File: config.mk
export PLATFORM = sky130hd
export DESIGN_NAME = instrDecoder
export DESIGN_NICKNAME = d
export VERILOG_FILES = /design/src/rtl/rvPkg.sv /design/src/rtl/instrDecoder.sv
export VERILOG_INCLUDE_DIRS = /design/src /design/src/rtl
export SDC_FILE = /design/constraint.sdc
export NUM_CORES = 1
export LEC_CHECK = 0
export ABC_AREA = 1
export BUFFER_PORTS_ARGS = -buffer_cell sky130_fd_sc_hd__buf_4
export CORE_MARGIN = 2
export CORE_UTILIZATION = 35
export DETAILED_ROUTE_END_ITERATION = 8
export PLACE_DENSITY = 0.91
export SYNTH_ARGS = -nofsm -noshare
export SYNTH_HDL_FRONTEND = slang
export SYNTH_SLANG_ARGS = --single-unit
export TNS_END_PERCENT = 100
File: constraint.sdc
create_clock -name vclk -period 2.65
set_input_delay 0.265 -clock vclk [all_inputs]
set_output_delay 0.265 -clock vclk [all_outputs]
set_load 0.05 [all_outputs]
File: src/rtl/rv_defs.svh
`ifndef RV_DEFS_SVH
`define RV_DEFS_SVH

// ==================================================
// datapath widths, fixed by RV32I
// ==================================================
`define XLEN        32
`define REG_ADDR_W  5
`define NUM_REGS    32

// ==================================================
// data memory geometry and fetch stride
// ==================================================
`define DMEM_WORDS  256
`define DMEM_ADDR_W 8
`define PC_STEP     4

`endif

File: src/rtl/rvPkg.sv
`default_nettype none

`include "rv_defs.svh"

package rvPkg;

    // major opcodes of the supported subset
    typedef enum logic [6:0] {
        OP_LOAD  = 7'b0000011,
        OP_IMM   = 7'b0010011,
        OP_STORE = 7'b0100011,
        OP_REG   = 7'b0110011
    } opcode_e;

    typedef enum logic [2:0] {
        ALU_ADD = 3'd0,
        ALU_SUB = 3'd1,
        ALU_SLT = 3'd2,
        ALU_OR  = 3'd3,
        ALU_AND = 3'd4
    } aluOp_e;

    // writeback source
    typedef enum logic {
        RES_ALU = 1'b0,
        RES_MEM = 1'b1
    } resultSrc_e;

    // everything execute needs from decode
    typedef struct packed {
        logic                   valid;
        logic                   regWrite;
        logic                   memWrite;
        logic                   aluSrcImm;
        resultSrc_e             resultSrc;
        aluOp_e                 aluOp;
        logic [`REG_ADDR_W-1:0] rd;
        logic [`REG_ADDR_W-1:0] rs1;
        logic [`REG_ADDR_W-1:0] rs2;
        logic [`XLEN-1:0]       imm;
    } decodedInstr_t;

endpackage

`default_nettype wire

File: src/rtl/instrDecoder.sv
`timescale 1ns/1ps
`default_nettype none

`include "rv_defs.svh"

module instrDecoder (
    input  wire [`XLEN-1:0]   instr,
    output rvPkg::decodedInstr_t decoded
);
    import rvPkg::*;

    opcode_e          opcode;
    logic [2:0]       funct3;
    logic [6:0]       funct7;
    logic [`XLEN-1:0] immI;
    logic [`XLEN-1:0] immS;
    aluOp_e           regOp;
    logic             regOpOk;
    logic             wordAccess;

    assign opcode = opcode_e'(instr[6:0]);
    assign funct3 = instr[14:12];
    assign funct7 = instr[31:25];

    // immediate generator, only I and S forms remain
    assign immI = {{20{instr[31]}}, instr[31:20]};
    assign immS = {{20{instr[31]}}, instr[31:25], instr[11:7]};

    // lw and sw both use funct3 = 010
    assign wordAccess = (funct3 == 3'b010);

    // ==================================================
    // ALU operation from funct3/funct7
    // ==================================================
    always_comb begin
        regOp   = ALU_ADD;
        regOpOk = (funct7 == 7'b0000000) || (funct3 == 3'b000 && funct7 == 7'b0100000);
        case (funct3)
            3'b000: regOp = funct7[5] ? ALU_SUB : ALU_ADD;
            3'b010: regOp = ALU_SLT;
            3'b110: regOp = ALU_OR;
            3'b111: regOp = ALU_AND;
            default: regOpOk = 1'b0;
        endcase
    end

    // ==================================================
    // control bits from the opcode
    // ==================================================
    always_comb begin
        decoded     = '0;
        decoded.rs1 = instr[19:15];
        decoded.rs2 = instr[24:20];
        case (opcode)
            OP_REG: begin
                decoded.valid    = regOpOk;
                decoded.regWrite = regOpOk;
                decoded.aluOp    = regOp;
                decoded.rd       = instr[11:7];
            end
            OP_IMM: begin
                // addi only
                decoded.valid     = (funct3 == 3'b000);
                decoded.regWrite  = (funct3 == 3'b000);
                decoded.aluSrcImm = 1'b1;
                decoded.imm       = immI;
                decoded.rd        = instr[11:7];
            end
            OP_LOAD: begin
                decoded.valid     = wordAccess;
                decoded.regWrite  = wordAccess;
                decoded.aluSrcImm = 1'b1;
                decoded.resultSrc = RES_MEM;
                decoded.imm       = immI;
                decoded.rd        = instr[11:7];
            end
            OP_STORE: begin
                decoded.valid     = wordAccess;
                decoded.memWrite  = wordAccess;
                decoded.aluSrcImm = 1'b1;
                decoded.imm       = immS;
            end
            // anything else travels down the pipe as a bubble
            default: decoded.valid = 1'b0;
        endcase
    end

endmodule

`default_nettype wire

==> out/qor.txt, run 1 <==
Diode count: 0
Final instance area: 0.00101 mm2
GR Overflow Total: 0
Worst-Margin Slew: 743 ps
Share of cells above drive strength 1: 0.527
Sequential group share of total power: 0
Pwr dens: 115 mW/mm2
Die footprint: 0.00215 mm2
Final-stage net count: 199
Fill cell count: 162
Critical Path Start: instr[2]
Status: finished, final reports clean
Worst EP arrival: 1720 ps
Vias in the first global route: 618
Final hold violations: 0
Postcts setup bufs: 0
RePlAce Congestion: 0.694
Routed vias: 818
Row Count: 15
Maximum fanout along the worst path: 21
Cell Area, Placed: 0.00101 mm2
Layout Cells excl Fill: 190
Tcrit/Tclk final: 0.751
Via density: 4.31
DP Cell Count: 190
Logic pwr share: 1.000
Seq_cells: 0
Die width: 46.3 um
Wirelength per Cell: 9.63 um
Fin util: 0.594
Yosys warns: 0
Clock power share: 0
Reg area: 0 um2
Final worst path period need: 1990 ps
First-pass GRT wire length: 2480 um
Critical path endpoint: decoded[28]
Detailed Place HPWL: 1650 um
Crit end category: output port
Crit path required time: 2380 ps
Synth Net Count: 150
P_sw: 0.0704 mW
Pleak: 0.628 nW
Port buffer count: 77
ANT nets after route: 0
Final setup TNS: 0 ps
Fmax: 503 MHz
Post-synthesis cell count: 118
Num ports: 87
Post-CTS sizing: 0
Net Sw Frac: 0.604
DRC viols: 0
Clock buffer count: 0
Routed wire length: 1830 um
Mapped cell area: 627 um2
Crit Path Category: in2out
Hold Crit Class: in2out
Initial core utilization: 0.367
Hold_ws: 530 ps
CP Launch Type: input port
Internal cell power: 0.0462 mW
Register area share after synthesis: 0
First-pass detailed-route iteration total: 4
Max-cap violation count: 0
Antenna violations before repair: 0
Detailed router's first-iteration violation count: 5
Peak supply drop: 0.0490 mV
Slew HR: 0.505
Core area: 0.00171 mm2
Hold buffers post-CTS: 0
Overall Global Routing Usage: 0.150
Area Growth Syn to Fin: 61.9%
Die Span Y: 46.3 um
Largest net degree at the start of global routing: 22
Synth cell types: 14
Syn avg cell area: 5.31 um2
RSZ-0062 raised after global routing: false
Final slew viol count: 0
# setup viols final: 0
critical path, stage by stage:
cell and delay [ps]:
buf_4 120, inv_1 40, nand2_1 50, nor2_2 130
nand2_2 150, a21oi_2 640, buf_4 330
final cells by class:
type | count | area, um2 | share of cell area
inverter | 20 | 75.1 | 0.0740
multi-input combinational | 68 | 330 | 0.326
tap | 25 | 31.3 | 0.0308
timing repair buffer | 77 | 578 | 0.570
metal layers:
metal / wire, um / global-route usage / vias to the layer above
met5: 0 / 0 / -
met4: 6 / 0.00571 / 0
met3: 171 / 0.00784 / 2
met2: 964 / 0.292 / 43
met1: 686 / 0.186 / 349
li1: - / - / 424
cells in the mapped netlist:
master,count,area (um2)
a21boi_0,4,30.0
a21oi_1,3,15.0
buf_4,30,225
inv_1,20,75.1
nand2_1,20,75.1
nand2_2,2,12.5
nand3_1,5,25.0
nand3_2,1,10.0
nand4_1,1,6.26
nor2_1,19,71.3
nor2_2,4,25.0
nor2_4,1,11.3
nor3_2,1,10.0
o21ai_0,7,35.0
logic make-up (layout without fill, tap and decap cells):
logic type / after synthesis / in the layout / synth area share
and+or+nand+nor: 54 / 54 / 0.393
buffers and inverters: 50 / 97 / 0.479
AOI/OAI and AO/OA: 14 / 14 / 0.128
power by group through the flow:
stage               Sequential [mW]  Clock (mW)  Combinational, mW
floorplan                         0           0             0.0917
global placement                  0           0              0.115
detailed placement                0           0              0.117
CTS                               0           0              0.117
global route                      0           0              0.125
finish                            0           0              0.117
layout by cell type (no fill, tap or decap):
cell type  synthesis  layout
buf_4             30      77
nand2_1           20      20
inv_1             20      20
nor2_1            19      19
o21ai_0            7       7
nand3_1            5       5
nor2_2             4       4
a21boi_0           4       4
nand2_2            2       2
a21oi_1            3       2
nand3_2            1       1
nor2_4             1       1
a21oi_2            0       1
nand4_1            1       1
nor3_2             1       1
metrics by stage:
step / worst slack (ps) / total power, mW
floorplan: 520 / 0.0917
global placement: 729 / 0.115
detailed placement: 636 / 0.117
CTS: 632 / 0.117
global route: 471 / 0.125
finish: 661 / 0.117
worst min path at each step:
stage	depth (start not counted)	startpoint	slack, ps	end
after floorplan	1	instr[20]	700	decoded[32]
after global placement	0	instr[15]	530	decoded[37]
after detailed placement	0	instr[15]	530	decoded[37]
after CTS	0	instr[15]	530	decoded[37]
after global routing	0	instr[17]	530	decoded[39]
final	0	instr[15]	530	decoded[37]
No activity file was read; power rests on OpenSTA's default activity.
==> run 2: changes to the inputs <==
- ABC_AREA: 1 -> 0
- CORE_UTILIZATION: 35 -> 28
- PLACE_DENSITY: 0.91 -> 0.81
- clock period: 2.65 -> 1.82 ns (I/O delays scaled with it)
==> out/qor.txt, run 2 <==
Status: finished, final reports clean
RSZ-0062 raised after global routing: false
Hold buffers post-CTS: 0 (unchanged)
Detailed router's first-iteration violation count: 2 (-3)
Final slew viol count: 0 (unchanged)
Tcrit/Tclk final: 0.908
Internal cell power: 0.0737 mW (+60%)
Most frequent cells in the layout: buf_4, nor2_1, a21oi_1
Synth Net Count: 122 (-19%)
# setup viols final: 0 (unchanged)
Largest net degree at the start of global routing: 22 (unchanged)
Diode count: 0 (unchanged)
Max-cap violation count: 0 (unchanged)
Crit end category: output port
Sequential group share of total power: 0 (unchanged)
DRC viols: 0 (unchanged)
Area contributors post-synth: buf_4, and2_1, a21oi_1, and3_1, nor2_1
Crit path required time: 1640 ps (-740 ps)
P_sw: 0.0969 mW (+38%)
Detailed Place HPWL: 1530 um (-7.3%)
Seq_cells: 0 (unchanged)
Die footprint: 0.00240 mm2 (+12%)
Cell family with most CP delay: simple AND/OR/NAND/NOR gates
Slew HR: 0.771 (+0.266)
First-pass GRT wire length: 2780 um (+12%)
Num ports: 87 (unchanged)
Critical-path cell list: buf_4 -> nor3_4 -> nand2_1 -> or4_1 -> o21ai_1 -> buf_6
M1 GR Usage: 0.139 (-0.0471)
Initial core utilization: 0.291 (-0.0758)
Fin util: 0.522 (-0.0722)
Peak supply drop: 0.110 mV (+120%)
Share of cells above drive strength 1: 0.638 (+0.110)
Post-synthesis cell count: 90 (-24%)
Routed wire length: 1770 um (-3.3%)
Post-synth top cells: buf_4, nor2_1, a21oi_1
Gr busiest metal: met2
Logic pwr share: 1.000 (about the same)
Cell with the most instances after synthesis: buf_4
Pleak: 0.551 nW (-12%)
Maximum fanout along the worst path: 4 (-81%)
Register area share after synthesis: 0 (unchanged)
Bufs and invs on worst path: 2 (-1)
Antenna violations before repair: 0 (unchanged)
Worst EP arrival: 1470 ps (-250 ps)
Net Sw Frac: 0.568 (-0.0359)
Routing usage on met2: 0.290 (-0.00171)
GR Overflow Total: 0 (unchanged)
ANT nets after route: 0 (unchanged)
Final hold violations: 0 (unchanged)
Crit-path slowest cell: or4_1
Final-stage net count: 172 (-14%)
Syn avg cell area: 6.28 um2 (+18%)
Synth cell types: 21 (+7)
CP Launch Type: input port
Die Span Y: 48.9 um (+5.7%)
Row Count: 16 (+1)
Final worst path period need: 1650 ps
RePlAce Congestion: 0.794 (+14%)
Leading area contributor after synthesis: buf_4
Clock buffer count: 0 (unchanged)
Clock power share: 0 (unchanged)
Die width: 48.9 um (+5.7%)
Crit Path Category: in2out
Mapped cell area: 566 um2 (-9.8%)
Critical Path Start: instr[3]
Fmax: 605 MHz
Pwr dens: 168 mW/mm2 (+46%)
Yosys top cell area share: 0.398 (+0.0389)
Via density: 4.62 (+7.3%)
Critical path's largest stage delay: 510 ps (-130 ps)
Port buffer count: 77 (unchanged)
Routed vias: 762 (-6.8%)
Vias in the first global route: 654 (+5.8%)
Pwr Total: 0.171 mW (+46%)
Critical path endpoint: decoded[54]
Overall Global Routing Usage: 0.137 (-0.0130)
Met3 Usage GRT: 0.0337 (+0.0259)
Worst-Margin Slew: 343 ps (-400 ps)
Area Growth Syn to Fin: 79.2%
Reg area: 0 um2 (unchanged)
Wirelength per Cell: 10.7 um (+11%)
First-pass detailed-route iteration total: 3 (-1)
Yosys warns: 0 (unchanged)
Most common cell after layout, fill and taps aside: buf_4
Core area: 0.00194 mm2 (+14%)
Hold Crit Class: in2out
Levels on crit path: 6 (-1)
-- run 2: cell count changes in the layout (fill, tap and decap cells not counted), sizes merged, moves of 6 or more --
cell   previous run  this run
and2              0         7
and3              0         6
inv              20         0
nand2            22         4
nor2             24        10
nor2b             0         6
o21ai             7         1
-- run 2: power groups by stage --
| stage | combinational [mW] | clock, mW | sequential (mW) |
|---|---|---|---|
| after global routing | 0.182 | 0 | 0 |
| after CTS | 0.170 | 0 | 0 |
| after global placement | 0.167 | 0 | 0 |
| after floorplan | 0.128 | 0 | 0 |
| after detailed placement | 0.170 | 0 | 0 |
| final | 0.171 | 0 | 0 |
-- run 2: worst min path at each step --
stage | startpoint | endpoint | slack (ps) | cells past startpoint
final | instr[15] | decoded[37] | 360 | 0
after global routing | instr[15] | decoded[37] | 360 | 0
after CTS | instr[16] | decoded[38] | 360 | 0
after detailed placement | instr[16] | decoded[38] | 360 | 0
after global placement | instr[16] | decoded[38] | 360 | 0
after floorplan | instr[12] | decoded[47] | 470 | 1
-- run 2: cell type report --
cell class                 count  area [um2]
multi-input combinational     58         375
timing repair buffer          80         604
tap                           27        33.8
fill                         193         928
-- run 2: through the flow --
step	cell area, um2	std cells	hold WS, ps	setup TNS [ps]	setup WS, ps
2_1_floorplan	609	90	466	-675	-34.5
6_report	1010	165	364	0	167
3_3_place_gp	1000	165	364	0	133
3_5_place_dp	1000	165	364	0	120
5_1_grt	1010	165	364	0	11.9
4_1_cts	1000	165	364	0	110
-- run 2: repair_timing --
item,in CTS,in global routing
endpoints found under the setup margin,0,2
gates resized for setup,0,2
buffers inserted,0,0
-- run 2: cell families after synthesis --
family	after synthesis	share of synthesized area
buffers and inverters	32	0.412
and+or+nand+nor	46	0.458
AOI/OAI and AO/OA	10	0.0951
xor gates and xnor gates	1	0.0155
muxes	1	0.0199
-- run 2: metal layers --
layer,vias to the layer above,part of all wire
met5,-,0
met4,0,0
met2,63,0.50
met3,0,0.15
li1,371,-
met1,328,0.36
