[config.mk]
export PLATFORM = sky130hd
export DESIGN_NAME = executeStage_flat
export DESIGN_NICKNAME = d
export VERILOG_FILES = /design/src/rtl/rvPkg.sv /design/src/rtl/exMemIf.sv /design/src/rtl/executeStage.sv /design/src/flat_wrapper.sv
export VERILOG_INCLUDE_DIRS = /design/src /design/src/rtl
export SDC_FILE = /design/constraint.sdc
export NUM_CORES = 1
export LEC_CHECK = 0
export BUFFER_PORTS_ARGS = -buffer_cell sky130_fd_sc_hd__buf_4
export CAP_MARGIN = 0
export CELL_PAD_IN_SITES_DETAIL_PLACEMENT = 1
export CELL_PAD_IN_SITES_GLOBAL_PLACEMENT = 2
export CORE_MARGIN = 1.5
export CORE_UTILIZATION = 30
export CTS_CLUSTER_DIAMETER = 120
export DETAILED_ROUTE_END_ITERATION = 16
export HOLD_SLACK_MARGIN = 0.12
export MAX_ROUTING_LAYER = met4
export PLACE_DENSITY = 0.86
export SYNTH_ARGS = -nofsm -noshare
export SYNTH_HDL_FRONTEND = slang
export SYNTH_SLANG_ARGS = --single-unit
[constraint.sdc]
create_clock -name clk -period 12.98 [get_ports clk]
set_input_delay 2.596 -clock clk [delete_from_list [all_inputs] [get_ports clk]]
set_output_delay 2.596 -clock clk [all_outputs]
set_load 0.03 [all_outputs]
[src/rtl/rv_defs.svh]
`ifndef RV_DEFS_SVH
`define RV_DEFS_SVH

// ==================================================
// datapath widths, fixed by RV32I
// ==================================================
`define XLEN        32
`define REG_ADDR_W  5
`define NUM_REGS    32

// ==================================================
// data memory geometry and fetch stride
// ==================================================
`define DMEM_WORDS  256
`define DMEM_ADDR_W 8
`define PC_STEP     4

`endif

[src/rtl/rvPkg.sv]
`default_nettype none

`include "rv_defs.svh"

package rvPkg;

    // major opcodes of the supported subset
    typedef enum logic [6:0] {
        OP_LOAD  = 7'b0000011,
        OP_IMM   = 7'b0010011,
        OP_STORE = 7'b0100011,
        OP_REG   = 7'b0110011
    } opcode_e;

    typedef enum logic [2:0] {
        ALU_ADD = 3'd0,
        ALU_SUB = 3'd1,
        ALU_SLT = 3'd2,
        ALU_OR  = 3'd3,
        ALU_AND = 3'd4
    } aluOp_e;

    // writeback source
    typedef enum logic {
        RES_ALU = 1'b0,
        RES_MEM = 1'b1
    } resultSrc_e;

    // everything execute needs from decode
    typedef struct packed {
        logic                   valid;
        logic                   regWrite;
        logic                   memWrite;
        logic                   aluSrcImm;
        resultSrc_e             resultSrc;
        aluOp_e                 aluOp;
        logic [`REG_ADDR_W-1:0] rd;
        logic [`REG_ADDR_W-1:0] rs1;
        logic [`REG_ADDR_W-1:0] rs2;
        logic [`XLEN-1:0]       imm;
    } decodedInstr_t;

endpackage

`default_nettype wire

[src/rtl/exMemIf.sv]
`timescale 1ns/1ps
`default_nettype none

`include "rv_defs.svh"

interface exMemIf;
    import rvPkg::*;

    logic                   valid;
    logic                   regWrite;
    logic                   memWrite;
    resultSrc_e             resultSrc;
    logic [`REG_ADDR_W-1:0] rd;
    logic [`XLEN-1:0]       aluResult;
    logic [`XLEN-1:0]       storeData;

    // execute owns the execute/memory register
    modport exec (output valid, regWrite, memWrite, resultSrc, rd, aluResult, storeData);
    modport mem  (input  valid, regWrite, memWrite, resultSrc, rd, aluResult, storeData);

endinterface

`default_nettype wire

[src/rtl/executeStage.sv]
`timescale 1ns/1ps
`default_nettype none

`include "rv_defs.svh"

module executeStage (
    input  wire                        clk,
    input  wire                        rst,
    input  wire rvPkg::decodedInstr_t  decoded,
    input  wire [`XLEN-1:0]            rdData1,
    input  wire [`XLEN-1:0]            rdData2,
    input  wire                        wbRegWrite,
    input  wire [`REG_ADDR_W-1:0]      wbRd,
    input  wire [`XLEN-1:0]            wbData,
    exMemIf.exec                       exMem
);
    import rvPkg::*;

    decodedInstr_t          deInstr;
    logic [`XLEN-1:0]       deRs1Val;
    logic [`XLEN-1:0]       deRs2Val;
    logic [`REG_ADDR_W-1:0] memFwdRd;
    logic [`REG_ADDR_W-1:0] wbFwdRd;
    logic [`XLEN-1:0]       srcA;
    logic [`XLEN-1:0]       fwdRs2;
    logic [`XLEN-1:0]       srcB;
    logic [`XLEN-1:0]       aluOut;

    // newest producer wins, a zero rd never forwards
    function automatic logic [`XLEN-1:0] pickSource(
        input logic [`REG_ADDR_W-1:0] rs,
        input logic [`XLEN-1:0]       regVal,
        input logic [`REG_ADDR_W-1:0] memRd,
        input logic [`XLEN-1:0]       memVal,
        input logic [`REG_ADDR_W-1:0] wbDst,
        input logic [`XLEN-1:0]       wbVal
    );
        if (memRd != '0 && memRd == rs) begin
            return memVal;
        end
        if (wbDst != '0 && wbDst == rs) begin
            return wbVal;
        end
        return regVal;
    endfunction

    // ==================================================
    // decode/execute register
    // ==================================================
    always_ff @(posedge clk) begin
        if (rst) begin
            deInstr  <= '0;
            deRs1Val <= '0;
            deRs2Val <= '0;
        end else begin
            deInstr  <= decoded;
            deRs1Val <= rdData1;
            deRs2Val <= rdData2;
        end
    end

    // producers that do not write a register look like rd = x0
    assign memFwdRd = (exMem.valid && exMem.regWrite) ? exMem.rd : '0;
    assign wbFwdRd  = wbRegWrite ? wbRd : '0;

    assign srcA   = pickSource(deInstr.rs1, deRs1Val, memFwdRd, exMem.aluResult,
                               wbFwdRd, wbData);
    assign fwdRs2 = pickSource(deInstr.rs2, deRs2Val, memFwdRd, exMem.aluResult,
                               wbFwdRd, wbData);
    assign srcB   = deInstr.aluSrcImm ? deInstr.imm : fwdRs2;

    // ALU
    always_comb begin
        case (deInstr.aluOp)
            ALU_ADD: aluOut = srcA + srcB;
            ALU_SUB: aluOut = srcA - srcB;
            ALU_SLT: aluOut = {{(`XLEN-1){1'b0}}, $signed(srcA) < $signed(srcB)};
            ALU_OR:  aluOut = srcA | srcB;
            ALU_AND: aluOut = srcA & srcB;
            default: aluOut = '0;
        endcase
    end

    // ==================================================
    // execute/memory register
    // ==================================================
    always_ff @(posedge clk) begin
        if (rst) begin
            exMem.valid     <= 1'b0;
            exMem.regWrite  <= 1'b0;
            exMem.memWrite  <= 1'b0;
            exMem.resultSrc <= RES_ALU;
            exMem.rd        <= '0;
            exMem.aluResult <= '0;
            exMem.storeData <= '0;
        end else begin
            exMem.valid     <= deInstr.valid;
            exMem.regWrite  <= deInstr.regWrite;
            exMem.memWrite  <= deInstr.memWrite;
            exMem.resultSrc <= deInstr.resultSrc;
            exMem.rd        <= deInstr.rd;
            exMem.aluResult <= aluOut;
            // store data needs forwarding too
            exMem.storeData <= fwdRs2;
        end
    end

endmodule

`default_nettype wire

[src/flat_wrapper.sv]
// flat-port wrapper written by rule: the top's interface ports become plain ports
module executeStage_flat import rvPkg::*;
  (clk, rst, decoded, rdData1, rdData2, wbRegWrite, wbRd, wbData, exMem_valid, exMem_regWrite, exMem_memWrite, exMem_resultSrc, exMem_rd, exMem_aluResult, exMem_storeData);
  exMemIf exMem_i ();
  input  wire clk;
  input  wire rst;
  input  wire rvPkg::decodedInstr_t decoded;
  input  wire [`XLEN-1:0] rdData1;
  input  wire [`XLEN-1:0] rdData2;
  input  wire wbRegWrite;
  input  wire [`REG_ADDR_W-1:0] wbRd;
  input  wire [`XLEN-1:0] wbData;
  output wire logic [$bits(exMem_i.valid)-1:0] exMem_valid;
  output wire logic [$bits(exMem_i.regWrite)-1:0] exMem_regWrite;
  output wire logic [$bits(exMem_i.memWrite)-1:0] exMem_memWrite;
  output wire logic [$bits(exMem_i.resultSrc)-1:0] exMem_resultSrc;
  output wire logic [$bits(exMem_i.rd)-1:0] exMem_rd;
  output wire logic [$bits(exMem_i.aluResult)-1:0] exMem_aluResult;
  output wire logic [$bits(exMem_i.storeData)-1:0] exMem_storeData;
  assign exMem_valid = exMem_i.valid;
  assign exMem_regWrite = exMem_i.regWrite;
  assign exMem_memWrite = exMem_i.memWrite;
  assign exMem_resultSrc = exMem_i.resultSrc;
  assign exMem_rd = exMem_i.rd;
  assign exMem_aluResult = exMem_i.aluResult;
  assign exMem_storeData = exMem_i.storeData;
  executeStage u_core (.clk(clk), .rst(rst), .decoded(decoded), .rdData1(rdData1), .rdData2(rdData2), .wbRegWrite(wbRegWrite), .wbRd(wbRd), .wbData(wbData), .exMem(exMem_i));
endmodule
==> results.sh <==
export IMPL_crit_type="in2reg"
export IMPL_grt_overflow_total=0
export IMPL_hold_ws_ns=0.433
export IMPL_fmax_ghz=0.139
export IMPL_area_sequential_sq_um=3840
export IMPL_period_minus_slack_ns=7.18
export IMPL_rsz0062_at_grt="no"
export IMPL_core_area_sq_um=38900
export IMPL_cpPeakStageDelay_ns=0.62
export IMPL_dp_hpwl_mm=29.5
export IMPL_grt_pass1_vias=11163
export IMPL_drc=0
export IMPL_drtIter0Drc=420
export IMPL_slowest_stage="buf_4"
export IMPL_fillers=4656
export IMPL_grt_first_pass_wirelength_mm=62.3
export IMPL_syn_avg_cell_area_sq_um=8.31
export IMPL_gp_congestion=0.894
export IMPL_cpMostUsedCell="a21oi_1"
export IMPL_vias=10666
export IMPL_p_leak_nw=6.35
export IMPL_fp_row_count=72
export IMPL_cts_buffers=17
export IMPL_path_clk_slew_ns=0.08
export IMPL_io_pins=232
export IMPL_crit_arrival_ns=7.48
export IMPL_tightest_slew_ns=0.999
export IMPL_fin_cells=2146
export IMPL_critical_path_cell_chain="buf_4, or2_1, a211oi_1, a21oi_1, nor4_4, buf_4, mux2i_1, a21oi_1, inv_1, ha_1, inv_1, fa_1, nor2b_1, o211ai_1, a21oi_1, o311ai_1, nand3_1, xnor2_1, a22oi_1, a21oi_1"
export IMPL_setup_viol=0
export IMPL_cts_tree="built"
export IMPL_die_area_sq_um=41000
export IMPL_avgViaCountPerCell=4.97
export IMPL_hold_viol=0
export IMPL_synth_async_reset_ratio_pct=0
export IMPL_fin_area_sq_um=14700
export IMPL_irDropWorstVdd_mv=0.0800
export IMPL_drive_above_1_share_pct=21.8
export IMPL_initial_core_util_pct=30.7
export IMPL_fp_dieW_um=202
export IMPL_netlist_instances=1436
export IMPL_ys_ff_latch=192
export IMPL_tns_ns=0
export IMPL_outcome="complete, no violations"
export IMPL_cap_violations=0
export IMPL_required_ns=13.28
export IMPL_ant_nets=0
export IMPL_multi_input_area_sq_um=7400
export IMPL_crit_buf_inv=4
export IMPL_dpl_cell_area_sq_um=14100
export IMPL_grt_max_degree=87
export IMPL_drt_pass1_iterations=6
export IMPL_finalWirelength_mm=39.6
export IMPL_slew_headroom_pct=33.2
export IMPL_clock_path_buffers=2
export IMPL_final_nets=1878
export IMPL_cts_post_setup_buffers_inserted=0
export IMPL_worstSetupStartpointType="input pin"
export IMPL_min_period_over_period_pct=55.3
export IMPL_grtUsageTotal_pct=20.0
export IMPL_post_cts_resized=0
export IMPL_fin_skew_ns=0.0215
export IMPL_ys_types=79
export IMPL_cp_end_kind="flip-flop"
export IMPL_wl_per_cell_um=18.5
export IMPL_synth_flop_cell="dfxtp_1"
export IMPL_syn_area_sq_um=11900
export IMPL_die_y_um=202
export IMPL_yosysWarningCount=0
export IMPL_slew_viol_final=0
export IMPL_cp_top_family="compound AO/OA/AOI/OAI gates"
export IMPL_portBuffers=231
export IMPL_hold_buffers=0
export IMPL_synthToLayoutAreaGrowth_pct=23.0
export IMPL_antenna_cells=0
export IMPL_synth_top_cell_area_share_pct=32.2
export IMPL_synth_seq_area_share_pct=32.2
export IMPL_powerDensity_nw_per_um2=114
export IMPL_synth_nets=1699
export IMPL_dp_cells=2114
export IMPL_worstPathMaxFanout=32
export IMPL_hold_path_class="reg2reg"
export IMPL_htreeDepth=4
export IMPL_clock_sinks=192
export IMPL_synth_enable_flop_cells=0
export IMPL_synth_area_leaders="dfxtp_1 32%, ha_1 11%, nor2b_1 9.0%"
export IMPL_root_buffer="clkbuf_16"
export IMPL_clock_latency_ns=0.47
export IMPL_antenna_found_initial=0
export IMPL_synth_top_area_cell="dfxtp_1"
==> logic make-up after synthesis <==
family / after synthesis / share of synthesized area (%)
AOI/OAI and AO/OA: 339 / 18.2
xor gates and xnor gates: 37 / 2.72
adders and majority gates: 104 / 11.0
buffers and inverters: 180 / 5.99
DFF: 192 / 32.2
muxes: 103 / 8.95
and+or+nand+nor: 481 / 20.9
==> worst paths after layout <==
| check | from | end | slack [ns] | depth (start not counted) |
|---|---|---|---|---|
| min reg2reg | u_core.deInstr[44] | u_core.exMem.rd[2] | 0.43 | 1 |
| max | wbRd[3] | u_core.exMem.aluResult[24] | 5.80 | 20 |
| min | u_core.deInstr[44] | u_core.exMem.rd[2] | 0.43 | 1 |
| max reg2reg | u_core.deInstr[32] | u_core.exMem.aluResult[30] | 7.65 | 20 |
==> flip-flops by register name (all words and copies together) (netlist names) <==
| name | count |
|---|---|
| u_core.deInstr | 55 |
| u_core.deRs1Val | 32 |
| u_core.deRs2Val | 32 |
| u_core.exMem.aluResult | 32 |
| u_core.exMem.storeData | 32 |
| u_core.exMem.rd | 5 |
| u_core.exMem.memWrite | 1 |
| u_core.exMem.regWrite | 1 |
| u_core.exMem.resultSrc | 1 |
| u_core.exMem.valid | 1 |
==> routing by layer <==
layer	up-vias	global-route usage [%]	part of all wire [%]
li1	5268	-	-
met1	5126	26.5	49
met2	227	31.1	45
met3	45	3.47	3.9
met4	0	5.77	1.9
met5	-	-	0
==> cells in the final DEF, fill, tap and decap left out, types with 22 or more instances in the layout <==
master | netlist | routed
nor2b_1 | 171 | 171
a21oi_1 | 142 | 142
nor2_1 | 166 | 164
inv_1 | 67 | 67
nand2_1 | 53 | 53
xnor2_1 | 29 | 29
o21ai_0 | 34 | 34
mux2_2 | 29 | 29
mux2i_1 | 74 | 74
buf_4 | 5 | 243
a31oi_1 | 22 | 22
dfxtp_1 | 192 | 191
inv_2 | 30 | 30
ha_1 | 102 | 102
==> per-stage QoR <==
stage | util, % | setup WS, ns | power, mW
global placement | 36.2 | 5.44 | 1.13
detailed placement | 36.2 | 5.36 | 1.14
finish | 37.7 | 5.80 | 1.67
CTS | 37.7 | 5.84 | 1.70
global route | 37.7 | 5.31 | 1.76
floorplan | - | 6.32 | 0.974
==> cell type report <==
type	count	share of cell area, %
Multi-Input combinational cell	1064	50.4
Sequential cell	192	26.2
Timing Repair Buffer	243	12.4
Tap cell	518	4.42
Clock buffer	20	3.04
Inverter	97	2.48
Clock inverter	12	0.998
==> where the power goes <==
group	internal (mW)	switching, mW	total, mW
sequential	0.626	0.0239	0.650
clock	0.294	0.252	0.545
combinational	0.195	0.283	0.477
total	1.11	0.558	1.67
==> cells in the mapped netlist (8+ instances only) <==
cell	number
o22ai_1	9
a221oi_1	19
o21ai_0	34
o21ai_1	8
a21o_1	14
mux2i_1	74
xor2_1	8
buf_2	10
inv_2	30
nand2b_1	12
mux2_2	29
nand3_1	20
nor2_1	166
a31oi_1	22
o211ai_1	8
o21bai_1	12
xnor2_1	29
clkbuf_1	64
a21oi_1	142
dfxtp_1	192
nor2b_1	171
inv_1	67
nand2_1	53
nor3_1	11
ha_1	102
==> worst register-to-register path: cells and delay by family (launching register included) <==
family | cells | cell delay (ns)
AOI/OAI and AO/OA | 11 | 2.24
muxes | 3 | 0.80
buffers and inverters | 2 | 0.77
DFF | 1 | 0.46
adders and majority gates | 1 | 0.45
and+or+nand+nor | 2 | 0.36
xor gates and xnor gates | 1 | 0.15
No activity file was read; power rests on OpenSTA's default activity.
